File: src/memStagePkg.sv
package memStagePkg;

    // data RAM geometry
    localparam int RAM_WORDS  = 256;
    localparam int RAM_ADDR_W = $clog2(RAM_WORDS);

    typedef logic [31:0]           word_t;
    typedef logic [4:0]            regAddr_t;
    typedef logic [3:0]            byteEn_t;
    typedef logic [RAM_ADDR_W-1:0] ramAddr_t;

    typedef enum logic [2:0] {
        LD_NONE = 3'd0,
        LD_B    = 3'd1,
        LD_BU   = 3'd2,
        LD_H    = 3'd3,
        LD_HU   = 3'd4,
        LD_W    = 3'd5
    } loadType_t;

    typedef enum logic [1:0] {
        ST_NONE = 2'd0,
        ST_B    = 2'd1,
        ST_H    = 2'd2,
        ST_W    = 2'd3
    } storeType_t;

    // misaligned load or store
    typedef enum logic [1:0] {
        EXC_NONE = 2'd0,
        EXC_ADEL = 2'd1,
        EXC_ADES = 2'd2
    } excCause_t;

    // contents of the EXE/MEM register
    typedef struct packed {
        word_t      pc;
        word_t      aluOut;
        word_t      storeData;
        byteEn_t    byteEn;
        loadType_t  loadType;
        regAddr_t   dst;
        logic       regWrite;
        excCause_t  excCause;
    } exeMemBus_t;

    // contents of the MEM/WB register
    typedef struct packed {
        word_t      pc;
        word_t      wbData;
        regAddr_t   dst;
        logic       regWrite;
    } memWbBus_t;

endpackage

File: src/pipeCtrl.sv
`timescale 1ns/1ps

module pipeCtrl import memStagePkg::*; (
    input  logic      clk,
    input  logic      rst,
    input  logic      stall,
    input  logic      flush,
    input  excCause_t memExc,
    input  word_t     memPc,
    output logic      exeMemWr,
    output logic      exeMemFlush,
    output logic      ramWriteEn,
    output logic      memWbBubble,
    output logic      excValid,
    output word_t     excPc,
    output excCause_t excCause
);

    logic memHasExc;
    logic stalledLast;

    assign memHasExc   = (memExc != EXC_NONE);

    assign exeMemWr    = !stall;
    // an exception in MEM also squashes the instruction behind it
    assign exeMemFlush = flush || memHasExc;
    assign ramWriteEn  = !memHasExc;
    // held MEM item was already written back on the first stalled cycle
    assign memWbBubble = memHasExc || stalledLast;

    always_ff @(posedge clk) begin
        if (rst) begin
            stalledLast <= 1'b0;
            excValid    <= 1'b0;
            excCause    <= EXC_NONE;
        end else begin
            stalledLast <= stall;
            excValid    <= memHasExc;
            excCause    <= memExc;
        end
    end

    // pc of the faulting instruction, only meaningful with excValid
    always_ff @(posedge clk) begin
        excPc <= memPc;
    end

endmodule

File: config.mk
export PLATFORM = sky130hd
export DESIGN_NAME = pipeCtrl
export DESIGN_NICKNAME = d
export VERILOG_FILES = /design/src/memStagePkg.sv /design/src/pipeCtrl.sv
export SDC_FILE = /design/constraint.sdc
export NUM_CORES = 1
export LEC_CHECK = 0
export ABC_CLOCK_PERIOD_IN_PS = 800
export BUFFER_PORTS_ARGS = -buffer_cell sky130_fd_sc_hd__buf_2
export CORE_UTILIZATION = 30
export CTS_CLUSTER_SIZE = 28
export DETAILED_ROUTE_END_ITERATION = 7
export GPL_ROUTABILITY_DRIVEN = 0
export PLACE_DENSITY = 0.72
export SLEW_MARGIN = 20
export SYNTH_ARGS = -nofsm -noshare
export SYNTH_HDL_FRONTEND = slang
export SYNTH_SLANG_ARGS = --single-unit
File: constraint.sdc
create_clock -name clk -period 0.8 [get_ports clk]
set_clock_uncertainty 0.1 [all_clocks]
set_input_delay 0.04 -clock clk [delete_from_list [all_inputs] [get_ports clk]]
set_output_delay 0.04 -clock clk [all_outputs]
set_load 0.005 [all_outputs]
==> results.sh, run 1 <==
export IMPL_ant_nets=0
export IMPL_finalCriticalPeriod_ps=1248
export IMPL_cp_max_fo=1
export IMPL_fmax_ghz=0.8010
export IMPL_clkTransAtPathRegs_ps=110
export IMPL_synth_seq_area_share_pct=93.66
export IMPL_diodes=0
export IMPL_drive_gt1_share_pct=59.39
export IMPL_setup_viol=38
export IMPL_cp_required_ps=660
export IMPL_synthAdderAreaFrac_pct=0
export IMPL_die_area_um2=2772
export IMPL_wl_per_cell_um=13.45
export IMPL_post_synth_mux_area_share_pct=0
export IMPL_syn_area_um2=769.5
export IMPL_syn_area_per_cell_um2=17.49
export IMPL_hpwl_mm=1.386
export IMPL_p_total_w=0.003576
export IMPL_first_pass_iters=4
export IMPL_tritoncts="done"
export IMPL_clock_sink_count=36
export IMPL_ys_seq_elements=36
export IMPL_dpl_cell_area_um2=1192
export IMPL_rows=17
export IMPL_gr_total_overflow=0
export IMPL_leakage_nw=0.8419
export IMPL_coreArea_um2=2318
export IMPL_rsz0062_at_grt="yes"
export IMPL_syn2layout_area_growth_pct=123.1
export IMPL_fill_cells=159
export IMPL_via_per_inst=4.000
export IMPL_dieWidth_um=52.65
export IMPL_irDropWorstVdd_mv=1.677
export IMPL_cts_root_buf="clkbuf_4"
export IMPL_hold_violations=0
export IMPL_htreeDepth=2
export IMPL_final_area_um2=1717
export IMPL_setup_worst_path_end_class="primary output"
export IMPL_antenna_found_initial=0
export IMPL_grt_start_max_net_pins=13
export IMPL_mostFrequentLayoutCells="buf_2 (65), dlygate4sd3_1 (36), dfxtp_1 (24)"
export IMPL_tightest_slew_ps=110.9
export IMPL_final_common_cell="buf_2"
export IMPL_fp_dieH_um=52.65
export IMPL_synth_compound_area_share_pct=1.301
export IMPL_cts_buffer_depth=2
export IMPL_synth_nets=82
export IMPL_drt_total_wl_mm=2.596
export IMPL_slew_headroom_pct=92.58
export IMPL_syn_instance_count=44
export IMPL_grt_pass1_vias=863
export IMPL_hp_start="stall"
export IMPL_path_class="flop to primary output"
export IMPL_start_kind="flop"
export IMPL_grt_usage_pct=20.17
export IMPL_drv_slew=0
export IMPL_portBuffers=76
export IMPL_drv_cap=0
export IMPL_via_count=772
export IMPL_num_io_pins=77
export IMPL_drc_errors=0
export IMPL_setup_ws_ps=-448.5
export IMPL_synthDistinctLibCells=6
export IMPL_nets=202
export IMPL_grt_pass1_wl_mm=3.677
export IMPL_fin_crit_sh_pct=156.1
export IMPL_outcome="finished, violations left"
export IMPL_synth_top_family_by_area="simple AND/OR/NAND/NOR gates"
export IMPL_synthXorXnorAreaFrac_pct=0
export IMPL_drt_iter0_drc=4
export IMPL_post_cts_buffers=0
export IMPL_cts_buffers_inserted=5
export IMPL_initial_core_util_pct=33.19
export IMPL_worstHoldPathType="input port to primary output"
export IMPL_hold_ws_ps=207.6
export IMPL_synthSimpleGateAreaFrac_pct=4.553
export IMPL_powerDensity_nw_per_um2=2083
export IMPL_startpoint="stalledLast"
export IMPL_arrival_ps=1110
export IMPL_violations="setup timing"
export IMPL_yosysWarningCount=0
repair_timing:
action / CTS / global route
setup endpoints to repair: 36 / 37
gates cloned: 0 / 0
resized for setup: 0 / 23
endpoints found under the hold margin: 36 / 2
pin swaps: 0 / 1
hold buffers: 35 / 1
cell usage after synthesis:
cell type | count | share of area (%)
nor2_1 | 1 | 0.49
inv_1 | 1 | 0.49
dfxtp_1 | 36 | 94
nor2b_1 | 3 | 2.4
or3_1 | 2 | 1.6
o21ba_2 | 1 | 1.3
path summary, 6_finish.rpt:
kind,to,slack (ps),cells past startpoint
setup / recovery,memWbBubble,-450,2
hold / removal,exeMemWr,210,3
flip-flops by register name, summed over array words and instances (netlist names):
| signal | count |
|---|---|
| excCause | 2 |
| excPc | 32 |
| excValid | 1 |
| stalledLast | 1 |
power breakdown:
group,switching (W),total [W],internal [W]
clock,0.000594,0.00125,0.000652
combinational,0.000121,0.000409,0.000288
sequential,0.0000271,0.00192,0.00189
total,0.000742,0.00358,0.00283
per-stage QoR:
stage | util, % | instances | TNS [ps] | setup slack (ps)
2_1_floorplan | - | 44 | 0 | 78.38
3_3_place_gp | 51.43 | 149 | -33.06 | -33.06
3_5_place_dp | 51.43 | 149 | -29.56 | -29.56
4_1_cts | 69.99 | 192 | -4820 | -422.8
5_1_grt | 74.04 | 193 | -6135 | -515.6
6_report | 74.04 | 193 | -4092 | -448.5
routing by layer:
layer / vias to the layer above / global-route usage (%) / wire, um
met4: 0 / 13.16 / 26
met2: 54 / 36.29 / 1350
met1: 338 / 16.70 / 845
met5: - / 0 / 0
li1: 376 / - / -
met3: 4 / 10.72 / 373
final cells by class:
cell class	count	area, um2	share of cell area [%]
Multi-Input combinational cell	7	45.04	2.624
Clock inverter	3	42.54	2.478
Sequential cell	36	735.7	42.86
Tap cell	28	35.03	2.041
Timing Repair Buffer	113	817.0	47.59
Inverter	1	3.754	0.2187
Clock buffer	5	37.54	2.187
critical path, cell delays in order (launching register included):
cell and delay, ps:
dfxtp_1 310, or3_1 320, buf_2 150
cells by family (layout without fill, tap and decap cells):
logic type / count (synthesis) / after routing
flip-flops: 36 / 36
AND/OR/NAND/NOR: 6 / 6
AO/OA/AOI/OAI: 1 / 1
buffers and inverters: 1 / 122
Power figures use the tool's default switching activity.
==> run 2, diff against run 1 <==
--- a/config.mk
+++ b/config.mk
@@ -7,11 +7,13 @@
 export LEC_CHECK = 0
 export ABC_CLOCK_PERIOD_IN_PS = 800
 export BUFFER_PORTS_ARGS = -buffer_cell sky130_fd_sc_hd__buf_2
+export CORE_MARGIN = 4
 export CORE_UTILIZATION = 30
 export CTS_CLUSTER_SIZE = 28
 export DETAILED_ROUTE_END_ITERATION = 7
 export GPL_ROUTABILITY_DRIVEN = 0
 export PLACE_DENSITY = 0.72
+export SETUP_SLACK_MARGIN = 0.5
 export SLEW_MARGIN = 20
 export SYNTH_ARGS = -nofsm -noshare
 export SYNTH_HDL_FRONTEND = slang
==> run 2 against run 1 <==
  * The run ends with hold timing, setup timing left
  * Power shrank 9.2%
  * Fmax increased by 3.7%
  * Critical path depth did not move
  * Highest routed layer unchanged
  * Cell area shrank 17%
  * Sequential cell count unchanged
  * Final cell count shrank 18%
  * Clock power decreased by 18%
  * First-iteration DRC count grew to 3.3 times the previous value
==> results.sh, run 2 (synthesized netlist as in run 1, its figures left out) <==
export IMPL_clkTransAtPathRegs_ps=100
export IMPL_clock_sink_count=36
export IMPL_wl_per_cell_um=12.28
export IMPL_diodes=0
export IMPL_grt_start_max_net_pins=11
export IMPL_fill_cells=213
export IMPL_biggestRegsByFlops="excPc x32, excCause x2"
export IMPL_portBuffers=76
export IMPL_drive_gt1_share_pct=95.31
export IMPL_powerDensity_nw_per_um2=2282
export IMPL_largest_reg_flops=32
export IMPL_internal_power_w=0.002600
export IMPL_slew_headroom_pct=93.30
export IMPL_power_share_clock_pct=31.6
export IMPL_gr_total_overflow=0
export IMPL_power_frac_seq_pct=59.7
export IMPL_cp_required_ps=660
export IMPL_grt_pass1_wl_mm=2.801
export IMPL_hpwl_mm=1.435
export IMPL_hold_violations=36
export IMPL_violations="hold timing, setup timing"
export IMPL_path_cells="or3_1 -> buf_2"
export IMPL_drv_cap=0
export IMPL_cts_buffer_depth=2
export IMPL_instances_no_fill=158
export IMPL_nets=166
export IMPL_worstHoldPathType="input port to flop"
export IMPL_irDropWorstVdd_mv=1.599
export IMPL_via_count=624
export IMPL_htreeDepth=2
export IMPL_p_total_w=0.003247
export IMPL_setup_ws_ps=-404.2
export IMPL_drt_iter0_drc=13
export IMPL_hp_start="memPc[31]"
export IMPL_drt_total_wl_mm=1.940
export IMPL_die_area_um2=3439
export IMPL_coreArea_um2=2455
export IMPL_final_area_um2=1423
export IMPL_startpoint="stalledLast"
export IMPL_initial_core_util_pct=31.35
export IMPL_finish_utilization_pct=57.95
export IMPL_fmax_ghz=0.8304
export IMPL_path_buf_inv=1
export IMPL_slowest_delay_ps=310
export IMPL_fin_crit_sh_pct=150.5
export IMPL_grt_usage_pct=11.81
export IMPL_num_io_pins=77
export IMPL_path_delay_family="flip-flops"
export IMPL_syn2layout_area_growth_pct=84.88
export IMPL_setup_worst_path_end_class="primary output"
export IMPL_first_pass_iters=2
export IMPL_cp_max_fo=1
export IMPL_setup_viol=36
export IMPL_start_kind="flop"
export IMPL_cts_buffers_inserted=5
export IMPL_path_class="flop to primary output"
export IMPL_rsz0062_at_grt="yes"
export IMPL_post_cts_buffers=0
export IMPL_drc_errors=0
export IMPL_via_per_inst=3.949
export IMPL_cts_root_buf="clkbuf_4"
export IMPL_regMostFlops="excPc"
export IMPL_outcome="finished, violations left"
export IMPL_leakage_nw=0.7020
export IMPL_finalCriticalPeriod_ps=1204
export IMPL_ant_nets=0
export IMPL_grt_pass1_vias=648
export IMPL_antenna_found_initial=0
export IMPL_rows=18
export IMPL_dieWidth_um=58.65
export IMPL_fp_dieH_um=58.65
export IMPL_tightest_slew_ps=100.5
export IMPL_crit_slowest_cell="dfxtp_1"
export IMPL_hold_ws_ps=-294.7
export IMPL_swShare_pct=19.91
export IMPL_arrival_ps=1060
export IMPL_post_place_cells=151
export IMPL_dpl_cell_area_um2=1239
export IMPL_final_common_cell="buf_2"
export IMPL_mostFrequentLayoutCells="buf_2 (58), dfxtp_2 (35), buf_6 (19)"
export IMPL_tritoncts="done"
export IMPL_pwr_share_comb_pct=8.7
export IMPL_drv_slew=0
export IMPL_p_sw_w=0.0006463
[run 2: metal layers]
layer  vias to the layer above  GRT usage [%]  share of wire (%)  routed length, um
li1                        303              -                  -                  -
met1                       259          11.37                 31                602
met2                        57          16.27                 46                902
met3                         5          10.75                 20                392
met4                         0          7.767                2.3                 44
met5                         -              0                  0                  0
[run 2: final cells by class]
type	count	area (um2)	share of cell area (%)
clock buffers	7	65.06	4.573
inverters	1	3.754	0.2639
multi-input cells	7	47.55	3.342
flip-flops and latches	36	764.5	53.74
well taps	30	37.54	2.639
repair buffers	77	504.2	35.44
[run 2: through the flow]
step                worst slack [ps]  setup TNS (ps)
CTS                           -436.4           -4623
global placement              -37.78          -37.78
global route                  -458.5           -5606
detailed placement            -55.41          -55.41
floorplan                      78.38               0
finish                        -404.2           -3711
[run 2: final timing paths]
kind	slack [ps]	to	depth (start not counted)
worst max-delay path	-400	memWbBubble	2
worst min-delay path	-290	excPc[31]	1
[run 2: timing repair]
item | 4_1_cts | 5_1_grt
gates cloned | 0 | 0
gates resized for setup | 13 | 8
endpoints found under the setup margin | 40 | 39
hold endpoints to repair | 36 | 36
pin swaps | 1 | 0
[run 2: power groups by stage]
stage | sequential [W] | combinational, W | clock (W)
after floorplan | 0.00199 | 0.0000159 | 0
after global placement | 0.00196 | 0.000223 | 0
after detailed placement | 0.00197 | 0.000230 | 0
after CTS | 0.00193 | 0.000266 | 0.00107
after global routing | 0.00195 | 0.000313 | 0.00116
final | 0.00194 | 0.000284 | 0.00103
==> run 3, diff against run 2 <==
--- a/config.mk
+++ b/config.mk
@@ -12,7 +12,7 @@
 export CTS_CLUSTER_SIZE = 28
 export DETAILED_ROUTE_END_ITERATION = 7
 export GPL_ROUTABILITY_DRIVEN = 0
-export PLACE_DENSITY = 0.72
+export PLACE_DENSITY = 0.69
 export SETUP_SLACK_MARGIN = 0.5
 export SLEW_MARGIN = 20
 export SYNTH_ARGS = -nofsm -noshare
==> run 3 against run 2 <==
  * The run still ends with hold timing, setup timing left
  * Die area did not move
  * First-iteration DRC count down 38%
  * Via count grew 0.80%
  * Combinational power increased by 7.7%
  * Utilization up 2.8 points
  * Critical endpoint unchanged
  * Clock power grew 36%
  * Count of clock-buffer cells in the layout is the same
  * Global-route usage grew 1.5 points
==> results.sh, run 3 (synthesized netlist as in run 1, its figures left out) <==
export IMPL_final_common_cell="buf_2"
export IMPL_outcome="finished, violations left"
export IMPL_portBuffers=76
export IMPL_clkTransAtPathRegs_ps=100
export IMPL_largest_reg_flops=32
export IMPL_drt_total_wl_mm=2.013
export IMPL_drv_slew=0
export IMPL_rows=18
export IMPL_regMostFlops="excPc"
export IMPL_fmax_ghz=0.8392
export IMPL_cts_buffer_depth=2
export IMPL_tightest_slew_ps=112.4
export IMPL_setup_ws_ps=-391.6
export IMPL_nets=166
export IMPL_fin_crit_sh_pct=149.0
export IMPL_min_to="excPc[21]"
export IMPL_grt_pass1_vias=724
export IMPL_first_pass_iters=2
export IMPL_drv_cap=0
export IMPL_post_place_cells=151
export IMPL_setup_viol=37
export IMPL_grt_usage_pct=13.31
export IMPL_setup_worst_path_end_class="primary output"
export IMPL_fp_dieH_um=58.65
export IMPL_arrival_ps=1050
export IMPL_start_kind="flop"
export IMPL_drive_gt1_share_pct=95.35
export IMPL_fill_cells=199
export IMPL_tritoncts="done"
export IMPL_hold_ws_ps=-300.7
export IMPL_worstHoldPathType="input port to flop"
export IMPL_hp_start="memPc[21]"
export IMPL_clock_sink_count=36
export IMPL_path_buf_inv=1
export IMPL_htreeDepth=2
export IMPL_grt_start_max_net_pins=12
export IMPL_cts_root_buf="clkbuf_4"
export IMPL_via_per_inst=3.956
export IMPL_slowest_delay_ps=310
export IMPL_mostFrequentLayoutCells="buf_2 (54), dfxtp_2 (35), buf_6 (21)"
export IMPL_powerDensity_nw_per_um2=2445
export IMPL_num_io_pins=77
export IMPL_cp_required_ps=660
export IMPL_diodes=0
export IMPL_drt_iter0_drc=8
export IMPL_finalCriticalPeriod_ps=1192
export IMPL_coreArea_um2=2455
export IMPL_biggestRegsByFlops="excPc x32, excCause x2"
export IMPL_path_cells="or3_1 -> buf_2"
export IMPL_die_area_um2=3439
export IMPL_hold_depth=1
export IMPL_via_count=629
export IMPL_wl_per_cell_um=12.66
export IMPL_drc_errors=0
export IMPL_cp_max_fo=1
export IMPL_leakage_nw=0.7281
export IMPL_hpwl_mm=1.414
export IMPL_grt_pass1_wl_mm=3.167
export IMPL_initial_core_util_pct=31.35
export IMPL_syn2layout_area_growth_pct=93.66
export IMPL_path_class="flop to primary output"
export IMPL_instances_no_fill=159
export IMPL_slew_headroom_pct=92.51
export IMPL_cts_buffers_inserted=5
export IMPL_dieWidth_um=58.65
export IMPL_ant_nets=0
export IMPL_crit_slowest_cell="dfxtp_1"
export IMPL_fin_setup_tns_ps=-4080
export IMPL_irDropWorstVdd_mv=2.275
export IMPL_hold_violations=36
export IMPL_rsz0062_at_grt="yes"
export IMPL_violations="hold timing, setup timing"
export IMPL_gr_total_overflow=0
export IMPL_path_delay_family="flip-flops"
export IMPL_antenna_found_initial=0
run 3: cell count changes in the layout (fill, tap and decap cells not counted):
cell       delta
bufinv_16     +1
nor2_4        +1
buf_6         +2
buf_8         +2
buf_2         -4
nor2_2        -1
run 3: power by group:
group / switching, W / internal [W] / total, W
clock: 0.000571 / 0.000830 / 0.00140
sequential: 0.0000311 / 0.00191 / 0.00194
combinational: 0.0000925 / 0.000213 / 0.000306
run 3: cell type report:
class                           instances  area (um2)  share of cell area (%)
Timing Repair Buffer                   77       536.8                   36.02
Sequential cell                        36       764.5                   51.30
Inverter                                1       3.754                  0.2519
Tap cell                               30       37.54                   2.519
Multi-Input combinational cell          7       52.55                   3.526
Clock inverter                          1       30.03                   2.015
Clock buffer                            7       65.06                   4.366
run 3: through the flow:
step / total power (W) / hold WS (ps) / cell area, um2 / setup WS (ps) / util, %
after CTS: 0.003657 / -321.7 / 1416 / -423.1 / 57.70
after global routing: 0.003855 / -344.7 / 1490 / -471.5 / 60.70
after detailed placement: 0.002196 / 43.53 / 1239 / -35.74 / 50.46
final: 0.003643 / -300.7 / 1490 / -391.6 / 60.70
after floorplan: 0.002002 / -32.26 / 813.3 / 78.38 / -
after global placement: 0.002188 / 42.21 / 1239 / -36.81 / 50.46
run 3: timing repair:
action | in CTS | in global routing
setup buffers | 0 | 0
resized for setup | 15 | 13
endpoints found under the hold margin | 36 | 36
pin swaps | 1 | 0
endpoints found under the setup margin | 40 | 39
run 3: worst max-delay path by stage:
stage,endpoint,slack [ps],cells past startpoint,from
after CTS,memWbBubble,-420,2,stalledLast
after global placement,memWbBubble,-40,2,stalledLast
after floorplan,memWbBubble,80,1,stalledLast
after detailed placement,memWbBubble,-40,2,stalledLast
final,memWbBubble,-390,2,stalledLast
after global routing,memWbBubble,-470,2,stalledLast
run 3: per-layer routing:
layer | vias to the layer above | global-route usage, % | routed length, um
met5 | - | 0 | 0
met2 | 55 | 19.14 | 979
li1 | 302 | - | -
met3 | 7 | 11.18 | 463
met1 | 265 | 11.89 | 507
met4 | 0 | 10.68 | 62
